## config.mk

```make
export PLATFORM = sky130hd
export DESIGN_NAME = relm_uart_top
export DESIGN_NICKNAME = d
export VERILOG_FILES = /design/src/source/relm_uart_pkg.sv /design/src/source/relm_uart_core_if.sv /design/src/source/relm_uart_baud.sv /design/src/source/relm_uart_host.sv /design/src/source/relm_uart_rx.sv /design/src/source/relm_uart_top.sv /design/src/source/relm_uart_tx.sv
export VERILOG_INCLUDE_DIRS = /design/src /design/src/source
export SDC_FILE = /design/constraint.sdc
export NUM_CORES = 1
export LEC_CHECK = 0
export BUFFER_PORTS_ARGS = -buffer_cell sky130_fd_sc_hd__buf_2
export CORE_ASPECT_RATIO = 2
export CORE_UTILIZATION = 40
export CTS_BUF_LIST = sky130_fd_sc_hd__clkbuf_2 sky130_fd_sc_hd__clkbuf_4 sky130_fd_sc_hd__clkbuf_8
export DETAILED_ROUTE_END_ITERATION = 8
export GPL_ROUTABILITY_DRIVEN = 0
export PLACE_DENSITY_LB_ADDON = 0.15
export SLEW_MARGIN = 20
export SYNTH_ARGS = -nofsm -noshare
export SYNTH_HDL_FRONTEND = slang
export SYNTH_SLANG_ARGS = --single-unit
```

## constraint.sdc

```tcl
create_clock -name clk -period 3.82 [get_ports clk]
set_clock_uncertainty 0.15 [all_clocks]
set_input_delay 0.382 -clock clk [delete_from_list [all_inputs] [get_ports clk]]
set_output_delay 0.382 -clock clk [all_outputs]
set_load 0.02 [all_outputs]
```

## src/source/relm_uart_config.svh

```systemverilog
`ifndef RELM_UART_CONFIG_SVH
`define RELM_UART_CONFIG_SVH

// clocks per sample tick.
`define UART_SAMPLE_DIV 4

// samples per bit, so one bit lasts 12 clocks.
`define UART_OVERSAMPLE 3

// data bits per 8N1 frame.
`define UART_DATA_BITS 8

`endif

```

## src/source/relm_uart_pkg.sv

```systemverilog
`include "relm_uart_config.svh"

package relm_uart_pkg;

	// host command opcodes.
	typedef enum logic [1:0] {
		cmd_nop  = 2'd0,
		cmd_send = 2'd1,
		cmd_ack  = 2'd2
	} uart_cmd_t;

	// what the transmitter currently drives on the line.
	typedef enum logic [1:0] {
		tx_idle  = 2'd0,
		tx_start = 2'd1,
		tx_data  = 2'd2,
		tx_stop  = 2'd3
	} tx_state_t;

	typedef struct packed {
		logic tx_free; // holding byte empty.
		logic rx_valid;
		logic [`UART_DATA_BITS-1:0] rx_data;
	} uart_status_t;

endpackage

```

## src/source/relm_uart_core_if.sv

```systemverilog
`timescale 1ns/100ps
`include "relm_uart_config.svh"

interface relm_uart_core_if;
	logic sample_tick;
	logic bit_tick; // every third sample tick.
	logic tx_load;
	logic [`UART_DATA_BITS-1:0] tx_data;
	logic tx_busy;
	logic rx_strobe;
	logic [`UART_DATA_BITS-1:0] rx_data;

	modport baud (
		output sample_tick,
		output bit_tick
	);

	modport tx_eng (
		input  sample_tick,
		input  bit_tick,
		input  tx_load,
		input  tx_data,
		output tx_busy
	);

	modport rx_eng (
		input  sample_tick,
		output rx_strobe,
		output rx_data
	);

	modport host (
		output tx_load,
		output tx_data,
		input  tx_busy,
		input  rx_strobe,
		input  rx_data
	);
endinterface

```

## src/source/relm_uart_baud.sv

```systemverilog
`timescale 1ns/100ps
`include "relm_uart_config.svh"

module relm_uart_baud (
	input  logic clk,
	input  logic rst_n,
	relm_uart_core_if.baud core
);
	localparam int DIV_W = $clog2(`UART_SAMPLE_DIV);
	localparam int PH_W = $clog2(`UART_OVERSAMPLE);

	logic [DIV_W-1:0] div_cnt;
	logic [PH_W-1:0] phase;
	logic sample;

	assign sample = (div_cnt == DIV_W'(`UART_SAMPLE_DIV - 1));
	assign core.sample_tick = sample;
	// last sample of a bit period.
	assign core.bit_tick = sample && (phase == PH_W'(`UART_OVERSAMPLE - 1));

	always_ff @(posedge clk or negedge rst_n) begin
		if (!rst_n) begin
			div_cnt <= '0;
			phase <= '0;
		end else begin
			if (sample) begin
				div_cnt <= '0;
			end else begin
				div_cnt <= div_cnt + 1'b1;
			end
			if (sample) begin
				if (phase == PH_W'(`UART_OVERSAMPLE - 1)) begin
					phase <= '0;
				end else begin
					phase <= phase + 1'b1; // free running, never resynced.
				end
			end
		end
	end

endmodule

```

## src/source/relm_uart_host.sv

```systemverilog
`timescale 1ns/100ps
`include "relm_uart_config.svh"

module relm_uart_host (
	input  logic clk,
	input  logic rst_n,
	input  logic cmd_valid,
	input  relm_uart_pkg::uart_cmd_t cmd_op,
	input  logic [`UART_DATA_BITS-1:0] cmd_data,
	output logic cmd_retry,
	output relm_uart_pkg::uart_status_t status,
	relm_uart_core_if.host core
);
	import relm_uart_pkg::*;

	logic take;
	logic send_take;
	logic ack_take;
	logic hold_full;
	logic [`UART_DATA_BITS-1:0] hold_data;
	logic load;
	logic rx_valid;
	logic [`UART_DATA_BITS-1:0] rx_byte;

	// only a send can be held off, and only while the holding byte waits.
	assign cmd_retry = cmd_valid && (cmd_op == cmd_send) && hold_full;
	assign take = cmd_valid && !cmd_retry;

	always_comb begin
		send_take = 1'b0;
		ack_take = 1'b0;
		case (cmd_op)
			cmd_send: send_take = take;
			cmd_ack: ack_take = take;
			default: ; // nop changes nothing.
		endcase
	end

	assign load = hold_full && !core.tx_busy;
	assign core.tx_load = load;
	assign core.tx_data = hold_data;

	always_ff @(posedge clk or negedge rst_n) begin
		if (!rst_n) begin
			hold_full <= 1'b0;
			rx_valid <= 1'b0;
		end else begin
			if (send_take) begin
				hold_full <= 1'b1;
			end else if (load) begin
				hold_full <= 1'b0;
			end
			if (core.rx_strobe) begin
				rx_valid <= 1'b1; // wins over a same-cycle ack.
			end else if (ack_take) begin
				rx_valid <= 1'b0;
			end
		end
	end

	always_ff @(posedge clk) begin
		if (send_take) begin
			hold_data <= cmd_data;
		end
		if (core.rx_strobe) begin
			rx_byte <= core.rx_data; // overwrites an unacked byte.
		end
	end

	assign status.tx_free = !hold_full;
	assign status.rx_valid = rx_valid;
	assign status.rx_data = rx_byte;

endmodule

```

## src/source/relm_uart_rx.sv

```systemverilog
`timescale 1ns/100ps
`include "relm_uart_config.svh"

module relm_uart_rx (
	input  logic clk,
	input  logic rst_n,
	input  logic rxd,
	relm_uart_core_if.rx_eng core
);
	// start bit, data bits, first stop sample and one idle sample.
	localparam int WIN = `UART_OVERSAMPLE * (`UART_DATA_BITS + 1) + 2;
	localparam int MID = `UART_OVERSAMPLE / 2;

	logic [1:0] sync;
	logic [WIN-1:0] window;
	logic capture;
	logic [`UART_DATA_BITS-1:0] centre;
	logic strobe;
	logic [`UART_DATA_BITS-1:0] data_q;

	// window[0] is the oldest sample.
	// an idle sample, then start bit, with a high stop sample arriving now.
	assign capture = core.sample_tick && window[0] && !window[1]
		&& !window[`UART_OVERSAMPLE - 1] && sync[1];

	always_comb begin
		for (int i = 0; i < `UART_DATA_BITS; i++) begin
			centre[i] = window[1 + `UART_OVERSAMPLE * (i + 1) + MID];
		end
	end

	always_ff @(posedge clk or negedge rst_n) begin
		if (!rst_n) begin
			sync <= 2'b11;
			window <= '1;
			strobe <= 1'b0;
		end else begin
			sync <= {sync[0], rxd};
			strobe <= capture;
			if (capture) begin
				window <= '1; // refill so the frame is not seen twice.
			end else if (core.sample_tick) begin
				window <= {sync[1], window[WIN-1:1]};
			end
		end
	end

	always_ff @(posedge clk) begin
		if (capture) begin
			data_q <= centre;
		end
	end

	assign core.rx_strobe = strobe;
	assign core.rx_data = data_q;

endmodule

```

## src/source/relm_uart_top.sv

```systemverilog
`timescale 1ns/100ps
`include "relm_uart_config.svh"

module relm_uart_top (
	input  logic clk,
	input  logic rst_n,
	input  logic cmd_valid,
	input  relm_uart_pkg::uart_cmd_t cmd_op,
	input  logic [`UART_DATA_BITS-1:0] cmd_data,
	output logic cmd_retry,
	output relm_uart_pkg::uart_status_t status,
	input  logic uart_rxd,
	output logic uart_txd
);

	relm_uart_core_if core ();

	// shared sample and bit timing.
	relm_uart_baud u_baud (
		.clk   (clk),
		.rst_n (rst_n),
		.core  (core)
	);

	relm_uart_rx u_rx (
		.clk   (clk),
		.rst_n (rst_n),
		.rxd   (uart_rxd),
		.core  (core)
	);

	relm_uart_tx u_tx (
		.clk   (clk),
		.rst_n (rst_n),
		.txd   (uart_txd),
		.core  (core)
	);

	relm_uart_host u_host (
		.clk       (clk),
		.rst_n     (rst_n),
		.cmd_valid (cmd_valid),
		.cmd_op    (cmd_op),
		.cmd_data  (cmd_data),
		.cmd_retry (cmd_retry),
		.status    (status),
		.core      (core)
	);

endmodule

```

## src/source/relm_uart_tx.sv

```systemverilog
`timescale 1ns/100ps
`include "relm_uart_config.svh"

module relm_uart_tx (
	input  logic clk,
	input  logic rst_n,
	output logic txd,
	relm_uart_core_if.tx_eng core
);
	import relm_uart_pkg::*;

	localparam int CNT_W = $clog2(`UART_DATA_BITS);

	tx_state_t state;
	logic [CNT_W-1:0] bit_cnt;
	logic [`UART_DATA_BITS-1:0] shift;
	logic busy;
	logic adv;

	assign adv = core.sample_tick && core.bit_tick; // one step per bit.
	assign core.tx_busy = busy;

	always_ff @(posedge clk or negedge rst_n) begin
		if (!rst_n) begin
			state <= tx_idle;
			bit_cnt <= '0;
			txd <= 1'b1;
			busy <= 1'b0;
		end else begin
			case (state)
				tx_idle: begin
					if (core.tx_load) begin
						busy <= 1'b1;
					end else if (busy && adv) begin
						txd <= 1'b0;
						state <= tx_start;
					end
				end
				tx_start: begin
					if (adv) begin
						txd <= shift[0];
						bit_cnt <= '0;
						state <= tx_data;
					end
				end
				tx_data: begin
					if (adv) begin
						if (bit_cnt == CNT_W'(`UART_DATA_BITS - 1)) begin
							txd <= 1'b1; // stop bit.
							state <= tx_stop;
						end else begin
							txd <= shift[0];
							bit_cnt <= bit_cnt + 1'b1;
						end
					end
				end
				tx_stop: begin
					if (adv) begin
						busy <= 1'b0;
						state <= tx_idle;
					end
				end
				default: state <= tx_idle;
			endcase
		end
	end

	// lsb first.
	always_ff @(posedge clk) begin
		if (core.tx_load) begin
			shift <= core.tx_data;
		end else if (adv && (state == tx_start || state == tx_data)) begin
			shift <= shift >> 1;
		end
	end

endmodule

```

==> metrics.log, run 1 <==
INFO  metric place_hpwl = 3304 um
INFO  metric worstPathArrival = 2.24 ns
INFO  metric viasPerCell = 4.928
INFO  metric drt_iter0_drc = 65
INFO  metric worst_setup_path_start_kind = flip-flop
INFO  metric die_h = 126.7 um
INFO  metric cts.sink_count = 77
INFO  metric tritoncts_clock_tree = yes
INFO  metric wl_per_cell = 14.00 um
INFO  metric tns = 0 ns
INFO  metric netlist-cell-type-count = 32
INFO  metric final_net_count = 272
INFO  metric drt.antenna.violating_nets = 0
INFO  metric final-instance-count-excl-fill = 348
INFO  metric route.vias.total = 1,715
INFO  metric grt_pass1_wl = 8376 um
INFO  metric grt.overflow.total = 0
INFO  metric clkTransAtPathRegs = 0.08 ns
INFO  metric layout_min_cycle_time = 2.106 ns
INFO  metric source_to_sink_clock_delay_at_the_later_pin_of_the_worst_skew_pair = 0.35 ns
INFO  metric fill_cells = 719
INFO  metric final-hold-violation-count = 0
INFO  metric syn-cell-area = 3112 um^2
INFO  metric max_freq = 474.9 MHz
INFO  metric die_area = 8157 um^2
INFO  metric critical_path.endpoint_type = flip-flop
INFO  metric core_area = 7545 um^2
INFO  metric synth_top_cell_area_share = 0.3088
INFO  metric worst-slew-pin-transition = 0.5618 ns
INFO  metric post_synth_inst_count = 217
INFO  metric timing.final.max_slew_violations = 0
INFO  metric synth.top_cells.by_area = edfxtp_1 (31%), dfstp_2 (27%), dfrtp_1 (10%)
INFO  metric setup-violations-final = 0
INFO  metric cts_max_path_buffers = 2
INFO  metric cts_made_buffers = 9
INFO  metric slew-limit-headroom = 0.6255
INFO  metric status = finished clean
INFO  metric clock_tree_root = clkbuf_8
INFO  metric diodes = 0
INFO  metric maxCapViolCount = 0
INFO  metric numPlacedInstances = 330
INFO  metric htree_num_levels = 3
INFO  metric ws_path_type = reg -> reg
INFO  metric critPathRequiredTime = 3.95 ns
INFO  metric drt_drc_violations_left = 0
INFO  metric setup_repair_after_global_routing_missed_its_margin = false
INFO  metric syn-mean-instance-area = 14.34 um^2
INFO  metric area_growth = 14.07%
INFO  metric final_layout_size_suffix_gt1_frac = 0.3504
INFO  metric critical_path_peak_fanout = 31
INFO  metric largest_net_degree_at_the_start_of_global_routing = 46
INFO  metric drt_first_pass_iters = 4
INFO  metric standard_cell_row_count = 45
INFO  metric worst_ir_drop_vdd = 207.5 uV
INFO  metric sequential_to_total_area_share_from_yosys_stat = 0.6836
INFO  metric die_width = 64.37 um
INFO  metric synth_warn = 0
INFO  metric fin_crit_sh = 0.5512
INFO  metric global_route.usage.total = 0.1402
INFO  metric synth_largest_area_cell = edfxtp_1
INFO  metric ioPinCount = 26
INFO  metric yosys_register_bits = 77
INFO  metric port_buffers = 25
INFO  metric grt_pass1_vias = 1,781
INFO  metric hold_path_class = in -> reg
INFO  metric leakage = 1.443 nW
INFO  metric mappedNetlistNets = 240
INFO  metric initial_utilization = 0.4124
INFO  metric grt_antenna_before_repair = 0
INFO  metric postRouteWirelength = 4873 um
INFO  metric pwr_density_cell = 430.9 nW/um^2
[report_power, final]
| part | internal, mW | switching, mW | leakage, nW |
|---|---|---|---|
| registers | 0.879 | 0.0103 | 0.759 |
| clock network | 0.307 | 0.292 | 0.0957 |
| logic | 0.0162 | 0.0247 | 0.588 |
| total | 1.20 | 0.327 | 1.44 |
[path summary, 6_finish.rpt]
check,start,endpoint,slack (ns),depth (start not counted)
max,u_baud.div_cnt[0],u_tx.txd,1.71,6
min,cmd_data[5],u_host.core.tx_data[5],0.05,1
max reg2reg,u_baud.div_cnt[0],u_tx.txd,1.71,6
min reg2reg,u_rx.sync[0],u_rx.sync[1],0.21,0
max in group asynchronous,rst_n,u_rx.window[0],2.72,2
min in group asynchronous,rst_n,u_rx.core.rx_strobe,0.40,2
[timing repair]
action | 4_1_cts | 5_1_grt
hold buffers | 1 | 1
resized for setup | 0 | 0
endpoints found under the hold margin | 1 | 13
buffers inserted | 0 | 0
[kinds of logic after synthesis]
family,count (synthesis),share of synthesized area
flops,77,0.6836
simple gates,52,0.07037
mux,40,0.1331
compound gates,21,0.05147
buf+inv,18,0.02533
fa+ha+maj,9,0.03619
[cell usage in the layout (no fill, tap or decap), types with 2 or more instances in the layout]
cell type      synthesis  routed
mux2_2                 9       9
clkbuf_8               0       9
dfrtp_1               13      13
a22o_1                 6       6
a21o_1                 2       2
clkinv_2               0       2
buf_4                  1       4
nand2_1               36      36
ha_1                   9       9
nor2_1                 5       5
inv_2                  2       2
mux2_1                 2       2
dlygate4sd3_1          0       2
edfxtp_1              32      32
nor3_1                 3       3
a21oi_1                2       2
buf_2                  6      24
nor2b_1                2       2
nand3_1                2       2
o21ai_0                4       4
clkinvlp_4             0       2
mux2i_1               29      29
inv_1                  7       7
nand3b_1               2       2
dfstp_2               32      32
[per-stage QoR]
stage	setup slack (ns)	utilization	cell area, um^2	hold WS, ns	total power [mW]
2_1_floorplan	1.884	-	3112	-0.06359	0.9184
3_3_place_gp	1.736	0.4416	3332	0.1978	0.9440
3_5_place_dp	1.708	0.4416	3332	0.1979	0.9451
4_1_cts	1.691	0.4688	3537	0.03269	1.554
5_1_grt	1.460	0.4705	3550	0.03066	1.591
6_report	1.714	0.4705	3550	0.05060	1.529
[layout make-up]
class                   instances  area (um^2)  area share
clock buffers                  10        131.4     0.03701
clock inverters                 6        63.81     0.01798
multi-input cells             122        905.9      0.2552
flip-flops and latches         77         2127      0.5992
inverters                       9        33.78    0.009517
well taps                      94        117.6     0.03313
repair buffers                 30        170.2     0.04794
[synth_stat cells (all sizes together)]
cell,number
o21ai,4
clkbuf,1
a21boi,1
mux2i,29
nor2b,2
dfstp,32
edfxtp,32
buf,8
nand3,2
nor2,5
nand2b,1
ha,9
or3,1
nand3b,2
a211oi,2
o32a,1
nand2,36
a22o,6
o22ai,1
dfrtp,13
mux2,11
nor3,3
a21o,2
inv,9
a221o,1
a21oi,3
[sequential cells by signal, indices dropped and copies added, names as in the netlist, 2 cells and up]
signal and cells:
u_tx.bit_cnt 3, u_rx.sync 2, u_rx.window 29, u_host.rx_byte 8, u_rx.core.rx_data 8, u_tx.shift 8, u_host.core.tx_data 8, u_baud.div_cnt 2
u_tx.state 2, u_baud.phase 2
[per-layer routing]
metal	vias to the layer above	GRT usage	wire [um]
li1	832	-	-
met4	0	0.1098	166
met5	-	0	0
met1	833	0.1527	1936
met3	14	0.03507	215
met2	36	0.2272	2555
[worst max-delay path: stages (launching register included)]
cell and delay [ns]:
dfrtp_1 0.38, ha_1 0.18, buf_4 0.42, nor2b_1 0.09
a221o_1 0.28, a211oi_2 0.20, mux2_1 0.34
Note: power is estimated with default switching activity, not from simulation.
==> run 2, diff against run 1 <==
clock period = 2.2 ns   (was 3.82 ns; I/O delays follow)
==> run 2 against run 1 <==
Net effect:
- die area unchanged
- non-clock buffer count increased by 13
- clock-buffer cell count unchanged
- critical endpoint is now u_tx.state[1]
==> metrics.log, run 2 (synthesis gave the netlist of run 1 again) <==
INFO  metric status = finished clean
INFO  metric critical_path.endpoint_type = flip-flop
INFO  metric r2r_cells = 6 (unchanged)
INFO  metric grt_antenna_before_repair = 0 (unchanged)
INFO  metric power_switching_share = 0.2033 (-0.01058)
INFO  metric worst_setup_path_start_kind = flip-flop
INFO  metric area_growth = 18.58%
INFO  metric die_area = 8157 um^2 (unchanged)
INFO  metric final_net_count = 285 (+4.8%)
INFO  metric tns = 0 ns (unchanged)
INFO  metric p_comb_frac = 0.031 (+0.004)
INFO  metric standard_cell_row_count = 45 (unchanged)
INFO  metric final_layout_size_suffix_gt1_frac = 0.3483 (-0.002079)
INFO  metric cp.buffers_inverters = 1 (unchanged)
INFO  metric most_frequent_cells_in_the_layout = nand2_1 (36), edfxtp_1 (32), dfstp_2 (32), mux2i_1 (29), buf_2 (25)
INFO  metric max_freq = 476.9 MHz (+0.42%)
INFO  metric fin_ws = 0.1032 ns (-1.611 ns)
INFO  metric setup_repair_after_global_routing_missed_its_margin = false
INFO  metric leakage = 1.511 nW (+4.7%)
INFO  metric initial_utilization = 0.4124 (unchanged)
INFO  metric route.vias.total = 1,739 (+1.4%)
INFO  metric tritoncts_clock_tree = yes
INFO  metric multi_input_area = 905.9 um^2 (unchanged)
INFO  metric setup-violations-final = 0 (unchanged)
INFO  metric dpl-instance-area = 3362 um^2 (+0.90%)
INFO  metric postRouteWirelength = 5079 um (+4.2%)
INFO  metric clkPwrFrac = 0.415 (+0.023)
INFO  metric maxCapViolCount = 0 (unchanged)
INFO  metric clock_tree_root = clkbuf_8
INFO  metric pwr_density_cell = 754.2 nW/um^2 (+75%)
INFO  metric fin_crit_sh = 0.9531 (+0.4019)
INFO  metric hold_path_class = in -> reg
INFO  metric area.sequential = 2127 um^2 (unchanged)
INFO  metric cts.sink_count = 77 (unchanged)
INFO  metric most_common_cell_after_layout_fill_and_taps_aside = nand2_1
INFO  metric power.switching = 0.5658 mW (+73%)
INFO  metric ws_path_type = reg -> reg
INFO  metric layout_min_cycle_time = 2.097 ns (-0.008793 ns)
INFO  metric wl_per_cell = 14.07 um (+0.47%)
INFO  metric timing.final.max_slew_violations = 0 (unchanged)
INFO  metric internal-power = 2.217 mW (+84%)
INFO  metric drt_iter0_drc = 67 (+3.1%)
INFO  metric grt.overflow.total = 0 (unchanged)
INFO  metric die_width = 64.37 um (unchanged)
INFO  metric core_area = 7545 um^2 (unchanged)
INFO  metric clkTransAtPathRegs = 0.08 ns (about the same)
INFO  metric holdPathEnd = u_host.rx_valid
INFO  metric port_buffers = 25 (unchanged)
INFO  metric place_hpwl = 3502 um (+6.0%)
INFO  metric ioPinCount = 26 (unchanged)
INFO  metric htree_num_levels = 3 (unchanged)
INFO  metric final-hold-violation-count = 0 (unchanged)
INFO  metric grt_pass1_wl = 8576 um (+2.4%)
INFO  metric drt_drc_violations_left = 0 (unchanged)
INFO  metric worst_ir_drop_vdd = 395.1 uV (+90%)
INFO  metric cp_top_family = flip-flops
INFO  metric dp_slack = 0.1344 ns (-1.574 ns)
INFO  metric hold_path.startpoint = cmd_valid
INFO  metric global_route.usage.total = 0.1406 (+0.0003525)
INFO  metric worstPathArrival = 2.18 ns (-0.06 ns)
INFO  metric drt.antenna.violating_nets = 0 (unchanged)
INFO  metric worst-slew-pin-transition = 0.4726 ns (-0.08921 ns)
INFO  metric design_area_final = 3690 um^2 (+3.9%)
INFO  metric die_h = 126.7 um (unchanged)
INFO  metric register_with_the_most_flip_flops = u_rx.window
INFO  metric cts_max_path_buffers = 2 (unchanged)
INFO  metric critical_path.cell_chain = inv_1 -> ha_1 -> or3_1 -> a22o_1 -> a21oi_2 -> mux2_1
INFO  metric critical_path_peak_fanout = 7 (-77%)
INFO  metric viasPerCell = 4.817 (-2.3%)
INFO  metric slowest_stage = dfrtp_1
INFO  metric source_to_sink_clock_delay_at_the_later_pin_of_the_worst_skew_pair = 0.35 ns (about the same)
INFO  metric largest_net_degree_at_the_start_of_global_routing = 30 (-35%)
INFO  metric largest_reg_flops = 29 (unchanged)
INFO  metric reg2reg_to = u_tx.state[1]
INFO  metric diodes = 0 (unchanged)
INFO  metric seqPwrFrac = 0.554 (-0.027)
INFO  metric fill_cells = 675 (-6.1%)
INFO  metric cts_made_buffers = 9 (unchanged)
INFO  metric slew-limit-headroom = 0.6849 (+0.05947)
INFO  metric critPathRequiredTime = 2.28 ns (-1.67 ns)
INFO  metric r2r-start = u_tx.state[0]
INFO  metric max_stage_delay = 0.41 ns (about the same)
INFO  metric ff2ff_setup_slack = 0.10 ns (-1.61 ns)
INFO  metric grt_pass1_vias = 1,844 (+3.5%)
INFO  metric worst_hold_path.num_cells = 3 (+2)
INFO  metric drt_first_pass_iters = 3 (-1)
==> run 2: per-layer routing <==
layer	wire length, um	track usage
met4	147	0.08497
met5	0	0
met1	2123	0.1502
met2	2647	0.2402
met3	161	0.03867
==> run 2: timing repair <==
| action | CTS | global route |
|---|---|---|
| hold endpoints to repair | 28 | 0 |
| gates resized for setup | 0 | 0 |
| hold buffers | 10 | 0 |
| buffers inserted | 0 | 1 |
| endpoints found under the setup margin | 0 | 1 |
==> run 2: cell type report <==
cell class	count	area share
Inverter	9	0.009156
Multi-Input combinational cell	122	0.2455
Timing Repair Buffer	43	0.07731
Tap cell	94	0.03188
Clock buffer	10	0.03561
Clock inverter	6	0.02408
Sequential cell	77	0.5765
==> run 2: power by group through the flow <==
stage / registers, mW / logic [mW] / clock network (mW)
4_1_cts: 1.54 / 0.0878 / 1.20
6_report: 1.54 / 0.0852 / 1.16
5_1_grt: 1.55 / 0.0953 / 1.25
2_1_floorplan: 1.56 / 0.0307 / 0
3_5_place_dp: 1.57 / 0.0739 / 0
3_3_place_gp: 1.57 / 0.0730 / 0
==> run 2: worst max-delay path by stage <==
stage	start	depth (start not counted)	endpoint
after floorplan	u_tx.state[1]	6	u_tx.state[1]
after global placement	u_tx.state[0]	6	u_tx.state[1]
after detailed placement	u_tx.state[0]	6	u_tx.state[1]
after CTS	u_tx.state[0]	6	u_tx.state[1]
after global routing	u_tx.state[0]	6	u_tx.state[1]
final	u_tx.state[0]	6	u_tx.state[1]
==> run 2: through the flow <==
stage / hold slack (ns) / power [mW] / std cells / utilization
2_1_floorplan: -0.2256 / 1.595 / 217 / -
3_3_place_gp: 0.04742 / 1.644 / 334 / 0.4456
3_5_place_dp: 0.04913 / 1.645 / 334 / 0.4456
4_1_cts: 0.03431 / 2.830 / 360 / 0.4881
5_1_grt: 0.06360 / 2.888 / 361 / 0.4891
6_report: 0.05099 / 2.783 / 361 / 0.4891
==> run 2: worst min-delay path: cells and delay by family <==
| kind | cells | cell delay [ns] |
|---|---|---|
| buffers and inverters | 1 | 0.10 |
| AO/OA/AOI/OAI | 1 | 0.11 |
| AND/OR/NAND/NOR | 1 | 0.08 |
